==> src/rtl/noc_io_link_pkg.sv <==
// noc io link constants
// link flit format, token credit depth and serial tag frame layout

package noc_io_link_pkg;

  ////////////////////////////////////////
  // link channel

  // flit width on the link and at the core side
  localparam int LINK_DATA_W = 16;

  // remote rx buffer depth, also the credit count after enable
  localparam int LINK_CREDITS = 4;

  // holds 0 through LINK_CREDITS
  localparam int CREDIT_W = 3;

  // local tx buffer depth, power of two
  localparam int TX_FIFO_DEPTH = 4;

  ////////////////////////////////////////
  // serial tag

  // node id width inside a frame
  localparam int TAG_ID_W = 4;

  // id this endpoint answers to
  localparam logic [TAG_ID_W-1:0] TAG_NODE_ID = 4'd5;

  // start bit, id bits msb first, enable bit
  localparam int TAG_FRAME_LEN = 6;

  // frame bit index counter
  localparam int TAG_CNT_W = $clog2(TAG_FRAME_LEN);

  ////////////////////////////////////////
  // payload

  // one flit as it travels over the link
  typedef logic [LINK_DATA_W-1:0] flit_t;

endpackage

==> src/rtl/tag_client_fsm.sv <==
// serial tag client
// collects tag frames bit by bit and holds the link enable for this node

`timescale 1ns/1ps

module tag_client_fsm
  (
    input  logic io_clk_i,
    input  logic rst_n_i,
    input  logic tag_en_i,
    input  logic tag_data_i,
    output logic link_en_o
  );

  typedef enum logic [1:0]
  {
    ST_IDLE   = 2'd0,
    ST_ID     = 2'd1,
    ST_ENABLE = 2'd2,
    ST_APPLY  = 2'd3
  } state_t;

  state_t state_q;
  state_t state_d;

  // index of the next frame bit
  logic [noc_io_link_pkg::TAG_CNT_W-1:0] bit_cnt_q;
  logic [noc_io_link_pkg::TAG_ID_W-1:0]  id_q;
  logic                                  en_bit_q;
  logic                                  link_en_q;

  // data gated with the enable, as on the chip pins
  logic tag_bit;
  assign tag_bit = tag_en_i & tag_data_i;

  ////////////////////////////////////////
  // next state

  always_comb
  begin
    state_d = state_q;
    case (state_q)
      ST_IDLE:
        if (tag_en_i && tag_bit)
          state_d = ST_ID;
      // last id bit moves on to the enable bit
      ST_ID:
        if (tag_en_i && (bit_cnt_q == noc_io_link_pkg::TAG_CNT_W'(
                           noc_io_link_pkg::TAG_FRAME_LEN - 2)))
          state_d = ST_ENABLE;
      ST_ENABLE:
        if (tag_en_i)
          state_d = ST_APPLY;
      // a start bit right behind the frame is not lost
      ST_APPLY:
        state_d = (tag_en_i && tag_bit) ? ST_ID : ST_IDLE;
      default:
        state_d = ST_IDLE;
    endcase
  end

  ////////////////////////////////////////
  // frame registers

  always_ff @(posedge io_clk_i or negedge rst_n_i)
  begin
    if (!rst_n_i)
    begin
      state_q   <= ST_IDLE;
      bit_cnt_q <= '0;
      id_q      <= '0;
      en_bit_q  <= 1'b0;
      link_en_q <= 1'b0;
    end
    else
    begin
      state_q <= state_d;
      // start bit seen, id bits follow
      if (state_d == ST_ID && state_q != ST_ID)
        bit_cnt_q <= noc_io_link_pkg::TAG_CNT_W'(1);
      else if (tag_en_i && (state_q == ST_ID || state_q == ST_ENABLE))
        bit_cnt_q <= bit_cnt_q + 1'b1;
      // id shifts in msb first
      if (state_q == ST_ID && tag_en_i)
        id_q <= {id_q[noc_io_link_pkg::TAG_ID_W-2:0], tag_bit};
      if (state_q == ST_ENABLE && tag_en_i)
        en_bit_q <= tag_bit;
      // only frames addressed to this node touch the enable
      if (state_q == ST_APPLY && id_q == noc_io_link_pkg::TAG_NODE_ID)
        link_en_q <= en_bit_q;
    end
  end

  assign link_en_o = link_en_q;

  // bit counter stays in step with the frame state
  a_no_restart_mid_id: assert property (
    @(posedge io_clk_i) disable iff (!rst_n_i)
    (state_q inside {ST_ID, ST_ENABLE}) |->
      (bit_cnt_q != '0) &&
      ((state_q == ST_ENABLE) ==
       (bit_cnt_q == noc_io_link_pkg::TAG_CNT_W'(noc_io_link_pkg::TAG_FRAME_LEN - 1)))
  );

endmodule

==> src/rtl/credit_counter.sv <==
// token credit counter
// one credit per free slot in the remote rx buffer, sending spends one

`timescale 1ns/1ps

module credit_counter
  (
    input  logic io_clk_i,
    input  logic rst_n_i,
    input  logic link_en_i,
    input  logic send_i,
    input  logic token_i,
    output logic credit_avail_o
  );

  logic [noc_io_link_pkg::CREDIT_W-1:0] credit_q;

  ////////////////////////////////////////
  // credit count

  always_ff @(posedge io_clk_i or negedge rst_n_i)
  begin
    if (!rst_n_i)
      credit_q <= noc_io_link_pkg::CREDIT_W'(noc_io_link_pkg::LINK_CREDITS);
    // disabled link starts over with a full remote buffer
    else if (!link_en_i)
      credit_q <= noc_io_link_pkg::CREDIT_W'(noc_io_link_pkg::LINK_CREDITS);
    else if (send_i && !token_i)
      credit_q <= credit_q - 1'b1;
    else if (token_i && !send_i)
      credit_q <= credit_q + 1'b1;
    // send and token together cancel out
  end

  assign credit_avail_o = (credit_q != '0);

  // tx side only sends with a credit in hand
  a_no_underflow: assert property (
    @(posedge io_clk_i) disable iff (!rst_n_i)
    (link_en_i && send_i) |-> (credit_q != '0)
  );

  // remote never returns more tokens than flits it got
  a_no_overflow: assert property (
    @(posedge io_clk_i) disable iff (!rst_n_i)
    (link_en_i && token_i && !send_i) |->
      (credit_q < noc_io_link_pkg::CREDIT_W'(noc_io_link_pkg::LINK_CREDITS))
  );

endmodule

==> src/rtl/flit_fifo.sv <==
// flit buffer
// circular buffer of flits, head shown on data_o while v_o is high

`timescale 1ns/1ps

module flit_fifo
  #(
    // power of two so the pointers wrap on their own
    parameter int DEPTH = 4
  )
  (
    input  logic                    io_clk_i,
    input  logic                    rst_n_i,
    input  logic                    v_i,
    input  noc_io_link_pkg::flit_t  data_i,
    input  logic                    yumi_i,
    output logic                    full_o,
    output logic                    v_o,
    output noc_io_link_pkg::flit_t  data_o
  );

  noc_io_link_pkg::flit_t mem_q [DEPTH];

  logic [$clog2(DEPTH)-1:0]   wr_ptr_q;
  logic [$clog2(DEPTH)-1:0]   rd_ptr_q;
  logic [$clog2(DEPTH+1)-1:0] count_q;

  ////////////////////////////////////////
  // storage

  always_ff @(posedge io_clk_i)
  begin
    if (v_i)
      mem_q[wr_ptr_q] <= data_i;
  end

  ////////////////////////////////////////
  // pointers and occupancy

  always_ff @(posedge io_clk_i or negedge rst_n_i)
  begin
    if (!rst_n_i)
    begin
      wr_ptr_q <= '0;
      rd_ptr_q <= '0;
      count_q  <= '0;
    end
    else
    begin
      if (v_i)
        wr_ptr_q <= wr_ptr_q + 1'b1;
      if (yumi_i)
        rd_ptr_q <= rd_ptr_q + 1'b1;
      // write and dequeue in one cycle leave the count alone
      case ({v_i, yumi_i})
        2'b10:   count_q <= count_q + 1'b1;
        2'b01:   count_q <= count_q - 1'b1;
        default: count_q <= count_q;
      endcase
    end
  end

  assign full_o = (int'(count_q) == DEPTH);
  assign v_o    = (count_q != '0);
  assign data_o = mem_q[rd_ptr_q];

  // writer must respect full, credits keep the rx side honest
  a_no_write_full: assert property (
    @(posedge io_clk_i) disable iff (!rst_n_i)
    v_i |-> !full_o
  );

  a_no_yumi_empty: assert property (
    @(posedge io_clk_i) disable iff (!rst_n_i)
    yumi_i |-> v_o
  );

endmodule

==> src/rtl/link_tx.sv <==
// link transmit channel
// buffers core flits, sends one per cycle while a token credit is held

`timescale 1ns/1ps

module link_tx
  (
    input  logic                   io_clk_i,
    input  logic                   rst_n_i,
    input  logic                   link_en_i,
    input  logic                   core_v_i,
    input  noc_io_link_pkg::flit_t core_data_i,
    input  logic                   link_token_i,
    output logic                   core_ready_o,
    output logic                   link_v_o,
    output noc_io_link_pkg::flit_t link_data_o
  );

  logic                   fifo_full;
  logic                   fifo_v;
  noc_io_link_pkg::flit_t fifo_data;
  logic                   credit_avail;
  logic                   send;
  logic                   link_v_q;
  noc_io_link_pkg::flit_t link_data_q;

  // no flits taken from the core while disabled
  assign core_ready_o = link_en_i & ~fifo_full;

  // head leaves when enabled and the remote has room
  assign send = fifo_v & link_en_i & credit_avail;

  flit_fifo #(.DEPTH(noc_io_link_pkg::TX_FIFO_DEPTH)) tx_fifo
  (
    .io_clk_i (io_clk_i),
    .rst_n_i  (rst_n_i),
    .v_i      (core_v_i & core_ready_o),
    .data_i   (core_data_i),
    .yumi_i   (send),
    .full_o   (fifo_full),
    .v_o      (fifo_v),
    .data_o   (fifo_data)
  );

  credit_counter credits
  (
    .io_clk_i       (io_clk_i),
    .rst_n_i        (rst_n_i),
    .link_en_i      (link_en_i),
    .send_i         (send),
    .token_i        (link_token_i),
    .credit_avail_o (credit_avail)
  );

  ////////////////////////////////////////
  // registered link output

  always_ff @(posedge io_clk_i or negedge rst_n_i)
  begin
    if (!rst_n_i)
      link_v_q <= 1'b0;
    else
      link_v_q <= send;
  end

  always_ff @(posedge io_clk_i)
  begin
    if (send)
      link_data_q <= fifo_data;
  end

  assign link_v_o    = link_v_q;
  assign link_data_o = link_data_q;

endmodule

==> src/rtl/link_rx.sv <==
// link receive channel
// buffers link flits for the core, one token back per dequeue

`timescale 1ns/1ps

module link_rx
  (
    input  logic                   io_clk_i,
    input  logic                   rst_n_i,
    input  logic                   link_v_i,
    input  noc_io_link_pkg::flit_t link_data_i,
    input  logic                   out_yumi_i,
    output logic                   link_token_o,
    output logic                   out_v_o,
    output noc_io_link_pkg::flit_t out_data_o
  );

  logic token_q;

  // sized to the credits the remote starts with, so it never overflows
  flit_fifo #(.DEPTH(noc_io_link_pkg::LINK_CREDITS)) rx_fifo
  (
    .io_clk_i (io_clk_i),
    .rst_n_i  (rst_n_i),
    .v_i      (link_v_i),
    .data_i   (link_data_i),
    .yumi_i   (out_yumi_i),
    .full_o   (),
    .v_o      (out_v_o),
    .data_o   (out_data_o)
  );

  ////////////////////////////////////////
  // token return

  // freed slot goes back to the remote one cycle later
  always_ff @(posedge io_clk_i or negedge rst_n_i)
  begin
    if (!rst_n_i)
      token_q <= 1'b0;
    else
      token_q <= out_yumi_i;
  end

  assign link_token_o = token_q;

endmodule

==> src/rtl/noc_io_link.sv <==
// noc io link endpoint
// tag client plus credit based tx and rx channels on one clock

`timescale 1ns/1ps

module noc_io_link
  (
    input  logic                   io_clk_i,
    input  logic                   rst_n_i,

    // serial tag
    input  logic                   tag_en_i,
    input  logic                   tag_data_i,

    // core to link
    input  logic                   core_v_i,
    input  noc_io_link_pkg::flit_t core_data_i,
    output logic                   core_ready_o,

    // link out
    output logic                   link_v_o,
    output noc_io_link_pkg::flit_t link_data_o,
    input  logic                   link_token_i,

    // link in
    input  logic                   link_v_i,
    input  noc_io_link_pkg::flit_t link_data_i,
    output logic                   link_token_o,

    // link to core
    output logic                   out_v_o,
    output noc_io_link_pkg::flit_t out_data_o,
    input  logic                   out_yumi_i
  );

  // enable from tag config, gates the tx side
  logic link_en;

  ////////////////////////////////////////
  // tag config

  tag_client_fsm tag_client
  (
    .io_clk_i   (io_clk_i),
    .rst_n_i    (rst_n_i),
    .tag_en_i   (tag_en_i),
    .tag_data_i (tag_data_i),
    .link_en_o  (link_en)
  );

  ////////////////////////////////////////
  // channels

  link_tx tx
  (
    .io_clk_i     (io_clk_i),
    .rst_n_i      (rst_n_i),
    .link_en_i    (link_en),
    .core_v_i     (core_v_i),
    .core_data_i  (core_data_i),
    .link_token_i (link_token_i),
    .core_ready_o (core_ready_o),
    .link_v_o     (link_v_o),
    .link_data_o  (link_data_o)
  );

  link_rx rx
  (
    .io_clk_i     (io_clk_i),
    .rst_n_i      (rst_n_i),
    .link_v_i     (link_v_i),
    .link_data_i  (link_data_i),
    .out_yumi_i   (out_yumi_i),
    .link_token_o (link_token_o),
    .out_v_o      (out_v_o),
    .out_data_o   (out_data_o)
  );

endmodule

==> config.mk <==
export PLATFORM = sky130hd
export DESIGN_NAME = noc_io_link
export DESIGN_NICKNAME = d
export VERILOG_FILES = /design/src/rtl/noc_io_link_pkg.sv /design/src/rtl/tag_client_fsm.sv /design/src/rtl/credit_counter.sv /design/src/rtl/flit_fifo.sv /design/src/rtl/link_tx.sv /design/src/rtl/link_rx.sv /design/src/rtl/noc_io_link.sv
export SDC_FILE = /design/constraint.sdc
export NUM_CORES = 1
export LEC_CHECK = 0
export BUFFER_PORTS_ARGS = -buffer_cell sky130_fd_sc_hd__buf_2
export CAP_MARGIN = 20
export CELL_PAD_IN_SITES_DETAIL_PLACEMENT = 0
export CELL_PAD_IN_SITES_GLOBAL_PLACEMENT = 1
export CORE_MARGIN = 4
export CORE_UTILIZATION = 54
export CTS_CLUSTER_SIZE = 14
export DETAILED_ROUTE_END_ITERATION = 6
export PLACE_DENSITY = 0.88
export SLEW_MARGIN = 20
export SYNTH_ARGS = -nofsm -noshare
export SYNTH_HDL_FRONTEND = slang
export SYNTH_SLANG_ARGS = --single-unit
export TNS_END_PERCENT = 1
==> constraint.sdc <==
create_clock -name io_clk_i -period 3.8 [get_ports io_clk_i]
set_input_delay 0.38 -clock io_clk_i [delete_from_list [all_inputs] [get_ports io_clk_i]]
set_output_delay 0.38 -clock io_clk_i [all_outputs]
set_load 0.01 [all_outputs]
-- After elaboration in Yosys (flattened, before gate mapping)
Memory sizes are Yosys's and may differ from the RTL's. A register that Yosys moved wholly into a read port is not among the register bits.
Cells that the tools add are included.
Widths: inputs -> output; s select.
- $add $sub $neg: 11
- equal/unequal tests: 13
- mux-type cells: 16
- bitwise gates (word level): 6
- reduce and logical (&&, ||, !) cells: 19
- operators by type and width (cell ; number):
    $mux 3 ; 5
    $add 3x1->3 const B ; 4
    $pmux 3 s2 ; 2
    $logic_and 1x1->1 ; 9
    $reduce_bool 3->1 ; 3
    $sub 3x1->3 const B ; 3
    $add 2x1->2 const B ; 4
    $eq 2x1->1 const B ; 4
    $eq 2x2->1 const B ; 4
    $pmux 2 s4 ; 1
    $eq 3x3->1 const B ; 2
    $mux 2 ; 3
    $reduce_bool 2->1 ; 3
    $and 1x1->1 ; 5
    $mux 1 ; 5
    $eq 4x3->1 const B ; 1
    $ne 3x1->1 const B ; 1
    $logic_not 1->1 ; 2
    $logic_not 2->1 ; 1
    $ne 2x1->1 const B ; 1
    $logic_or 1x1->1 ; 1
    $not 1->1 ; 1
- flip-flop bits (word level): 30
- bits in writable memories: 128
- bits of input ports: 40
- output and inout port bits: 36
- word-level logic and storage cells: 81
- memories kept: 2
- memory list (memory ; words ; bits a word ; rd ports ; clocked after Yosys merged registers in ; write ports ; RTL line ; text):
    rx.rx_fifo.mem_q ; 4 ; 16 ; 1 ; 0 ; 1 ; flit_fifo.sv:22 ; noc_io_link_pkg::flit_t mem_q [DEPTH];
    tx.tx_fifo.mem_q ; 4 ; 16 ; 1 ; 1 ; 1 ; flit_fifo.sv:22 ;

-- Longest topological paths before layout
- depth after elaboration: 8
- depth in mapped cells: 9
- mapped depth without buffers: 9

-- By module
From an unflattened synthesis, not the netlist that was laid out.
- cells, all modules: 327
- area, all modules: 6821.5 um2
- modules (own cells, without submodules) (module ; instances ; cells an instance ; area an instance (um2) ; seq. area each (um2)):
    flit_fifo ; 2 ; 117 ; 2741.4 ; 2097.0
    tag_client_fsm ; 1 ; 55 ; 595.6 ; 275.3
    link_tx ; 1 ; 20 ; 526.8 ; 505.5
    credit_counter ; 1 ; 17 ; 191.4 ; 76.3
    link_rx ; 1 ; 1 ; 25.0 ; 25.0

-- Worst setup path after synthesis
Ideal clock, no wire load.
- path type: register to register
- start point: register tx.tx_fifo.count_q[1]
- end point: register tx.credits.credit_q[2] (netlist name)
- setup time: 83 ps
- data arrival time: 2345 ps
- required time: 3717 ps
- setup slack: 1372 ps
- stages on the path, launching flop included: 9
- buffers on the path: 1
- clock period less this slack: 2428 ps
- cell sequence: dfrtp_1 > or3_1 > buf_6 > and3_2 > nor2b_1 > fa_1 > and2_1 > o21a_1 > o32a_1
- word-level cells in the longest chain between the ends: 6
- elaborated cells on any way between the ends: 9
- those cells by class: eq/ne: 1; mux: 2; bitwise: 2; reduce/logical: 4
- ends and longest elaborated chain (element ; RTL line ; text):
    from (decl) ; flit_fifo.sv:26 ; logic [$clog2(DEPTH+1)-1:0] count_q;
    from (signal assigned) ; flit_fifo.sv:56 ; 2'b10: count_q <= count_q + 1'b1;
    from (signal assigned) ; flit_fifo.sv:57 ; 2'b01: count_q <= count_q - 1'b1;
    from (signal assigned) ; flit_fifo.sv:58 ; default: count_q <= count_q;
    $reduce_bool 3->1 * ; flit_fifo.sv:64 ; assign v_o = (count_q != '0);
    $and 1x1->1 * (2 in a row) ; link_tx.sv:31 ; assign send = fifo_v & link_en_i & credit_avail;
    net tx.credits.send_i ; credit_counter.sv:11 ; input logic send_i,
    $logic_not 1->1 / $logic_and 1x1->1 (equally long branches) ; credit_counter.sv:30, credit_counter.sv:28 ;
    $logic_and 1x1->1 / $mux 3 (equally long branches) ; credit_counter.sv:30, credit_counter.sv:28 ;
    $ne 3x1->1 (no line) / $mux 3 (equally long branches) ; -- ;
    to (signal assigned) ; credit_counter.sv:27 ; credit_q <= noc_io_link_pkg::CREDIT_W'(noc_io_link_pkg::LINK_CREDITS);
    to (signal assigned) ; credit_counter.sv:29 ; credit_q <= credit_q - 1'b1;
    to (signal assigned) ; credit_counter.sv:31 ; credit_q <= credit_q + 1'b1;
    to (decl) ; credit_counter.sv:16 ; logic [noc_io_link_pkg::CREDIT_W-1:0] credit_q;
Mark *: on every way through the listed nets, which the timed path passes. The rest lies on a longest branch.
A chain may end at the register's enable or synchronous reset.

-- Worst setup path in the final report
- start point: register tx.tx_fifo.count_q[0]
- end point: register tx.credits.credit_q[1] (netlist name)
The elaborated chain is that of the path after synthesis.

==> metrics.md <==
| Metric | Value |
|---|---|
| Outcome | complete, no violations |
| Cts repair resizes | 0 |
| Sinks on the clock net | 174 |
| Rows | 40 |
| Clock Path Buffers | 2 |
| Die area | 14530 sq um |
| Placed cell count | between 500 and 600 |
| Mapped cell area | 6839 sq um |
| Initial Utilization | 56.00% |
| WL/cell | 18.90 um |
| Commonest cells post-synth | edfxtp_1, mux4_2, dfrtp_1, inv_1, ha_1 |
| P_sw | approximately 1.4 mW |
| Sequential power share | 48.8% |
| Final wirelength | roughly 12000 um |
| Largest net degree at the start of global routing | 31 |
| Final worst path period share | 70.89% |
| Drt initial violations | around 260 |
| Switching share of power | 27.46% |
| Rel. slew slack | between 30% and 40% |
| Area leader, netlist | edfxtp_1 |
| Final WS setup | 1.106 ns |
| Crit path to | tx.credits.credit_q[1] |
| Synth-to-layout area growth | 15.75% |
| Crit. Startpoint | tx.tx_fifo.count_q[0] |
| Antenna viol nets, final | 0 |
| Synth top area cells | edfxtp_1, dfrtp_1, mux4_2, ha_1, mux2_2 |
| Antenna violations before repair | 0 |
| Post-synth EDFFs | 144 |
| Critical path fanouts, max | 20 |
| Synth unique cells | 44 |
| Port bufs | 75 |
| Worst VDD drop | ~0.36 mV |
| Clk root buf | clkbuf_16 |
| Vias in the first global route | 3573 |
| Part of the power in the clock network | a little over 30% |
| Die Ht | approximately 120 um |
| Ys flop type | edfxtp_1 |
| Hold Violations, Final | 0 |
| Clock skew | between 0.006 and 0.007 ns |
| Flop and latch count out of synthesis | roughly 170 |
| Crit path kind | flip-flop to flip-flop |
| Final-report setup violation count | 0 |
| Post-Syn Nets | 402 |
| Int Pwr | 3.825 mW |
| Worst EP required | 4.08 ns |
| Via density | 5.407 |
| Reg2Reg Setup Slack | 1.11 ns |
| Max Cap Violations | 0 |
| Inserted Clock Buffers | 17 |
| Unrepaired setup endpoints after global routing | no |
| Share of layout cells above drive strength 1 | 35.00% |
| Top cell type's share of synthesized area | a little over three fifths |
| Final Wtd Congestion | 0.6898 |
| RR Startpoint | tx.tx_fifo.count_q[0] |
| First-pass GRT wire length | 18640 um |
| Worst-case reg-to-reg path depth | 7 |
| Place WS | 1.136 ns |
| Worst Max-Slew Pin Slew | 0.9056 ns |
| CP endpoint kind | flip-flop |
| Fill cells | 832 |
| Power Density | 666.2 nW/um^2 |
| CORE AREA | 12210 sq um |
| Hold/Removal Path Class | primary input to async pin |
| Post-CTS setup buffer count | 0 |
| All-Layer GR Usage | 17.34% |
| Seq/Total Area, Yosys | between 70% and 80% |
| Final std cells w/o fill | 609 |
| Via Count | 3293 |
| Top-level I/O count | 76 |
| Number of synthesis warnings | 0 |
| Gate power share | 20.8% |
| Htree depth | 4 |
| Min Tclk post-route | 2.694 ns |
| Asr flop ratio synth | 17.24% |
| Final net count | 486 |
| Setup TNS | 0 ns |
| Leakage | 2.903 nW |
| Clk pin slew, worst setup/hold paths | 0.06 ns |
| Final Max Slew Viols | 0 |
| Worst skew pair latency | approximately 0.42 ns |
| TritonRoute pass-1 iters | 4 |
| Hold_ws | 0.004720 ns |
| CTS tree | done |
| Count leader, synth | edfxtp_1 |
| Arrival @ worst endpoint | 2.97 ns |
| Post-Syn Area per Cell | roughly 20 sq um |
| Die Wd | 120.5 um |
| Worst flop-to-flop path endpoint | tx.credits.credit_q[1] |
| DRC Markers | 0 |
| Cell count after synthesis | between 300 and 400 |
| HPWL after detailed placement | 7166 um |
| Achievable Freq | 371.2 MHz |
| Hold buffers post-CTS | 0 |
| Congestion Overflow GR | 0 |
| CP startpoint kind | flip-flop |
-- cells in the final DEF (no fill, tap or decap), types with 7 or more instances in the layout --
| master | n |
|---|---|
| mux4_2 | 32 |
| edfxtp_1 | 144 |
| inv_1 | 17 |
| clkbuf_16 | 17 |
| mux2_2 | 7 |
| xor2_1 | 8 |
| and2_1 | 9 |
| buf_2 | 75 |
| nand2_1 | 11 |
| ha_1 | 16 |
| dfrtp_1 | 28 |
-- stage by stage --
step,area [sq um],power (mW),util [%]
after global placement,7366,3.666,60.32
final,7916,5.274,64.83
after floorplan,6839,3.368,-
after global routing,7914,5.550,64.81
after detailed placement,7366,3.727,60.32
after CTS,7913,5.327,64.80
-- sequential cells by signal, indices dropped and copies added (netlist names) --
| name | count |
|---|---|
| tag_client.bit_cnt_q | 3 |
| tag_client.en_bit_q | 1 |
| tx.link_data_o | 16 |
| rx.link_token_o | 1 |
| rx.rx_fifo.rd_ptr_q | 2 |
| tag_client.link_en_o | 1 |
| tag_client.id_q | 4 |
| rx.rx_fifo.wr_ptr_q | 2 |
| tx.link_v_o | 1 |
| tag_client.state_q | 2 |
| tx.credits.credit_q | 3 |
| tx.tx_fifo.wr_ptr_q | 2 |
| tx.tx_fifo.rd_ptr_q | 2 |
| tx.tx_fifo.count_q | 3 |
| rx.rx_fifo.mem_q | 64 |
| tx.tx_fifo.mem_q | 64 |
| rx.rx_fifo.count_q | 3 |
-- layout make-up --
cell class / instances / area [sq um] / share of cell area [%]
clock buffer: 19 / 432.9 / 5.469
sequential: 174 / 5077 / 64.14
clock inverter: 13 / 113.9 / 1.438
multi-input combinational: 140 / 1625 / 20.53
timing repair buffer: 77 / 390.4 / 4.931
antenna: 1 / 2.502 / 0.03161
inverter: 17 / 63.81 / 0.8061
tap: 168 / 210.2 / 2.655
-- power by group through the flow --
| stage | Sequential [mW] | Clock (mW) | Combinational, mW |
|---|---|---|---|
| after global routing | 2.61 | 1.71 | 1.22 |
| after CTS | 2.58 | 1.63 | 1.12 |
| after floorplan | 2.50 | 0 | 0.870 |
| after global placement | 2.60 | 0 | 1.07 |
| final | 2.58 | 1.60 | 1.10 |
| after detailed placement | 2.62 | 0 | 1.11 |
-- logic make-up after synthesis --
family | Yosys count | share of synthesized area [%]
and+or+nand+nor | 44 | 3.531
adders and majority gates | 19 | 3.805
xor gates and xnor gates | 14 | 1.793
muxes | 45 | 12.57
AOI/OAI and AO/OA | 18 | 2.068
DFF | 174 | 74.22
buffers and inverters | 29 | 2.012
-- worst max-delay path, cell delays in order, from the launching register on --
cell and delay, ns:
dfrtp_1 0.44, or3_1 0.47, and3_2 0.45, nor2b_1 0.23
fa_1 0.52, nand3_1 0.08, a22o_2 0.25, o311ai_0 0.11
-- worst min path at each step --
stage                          start  slack, ns                     end
6_report                     rst_n_i      0.005  tx.tx_fifo.wr_ptr_q[1]
5_1_grt                      rst_n_i       0.05  tx.tx_fifo.wr_ptr_q[1]
4_1_cts                      rst_n_i       0.02  tx.tx_fifo.wr_ptr_q[1]
3_5_place_dp   rx.rx_fifo.count_q[2]       0.47   rx.rx_fifo.count_q[2]
3_3_place_gp   rx.rx_fifo.count_q[2]       0.45   rx.rx_fifo.count_q[2]
2_1_floorplan                rst_n_i       0.08         rx.link_token_o
-- metal layers --
layer	vias to the layer above	global-route usage (%)	wire length [um]
met2	77	28.82	6019
met4	0	7.365	176
met5	-	0	0
li1	1510	-	-
met1	1692	21.77	4834
met3	14	4.490	478
No activity file was read; power rests on OpenSTA's default activity.
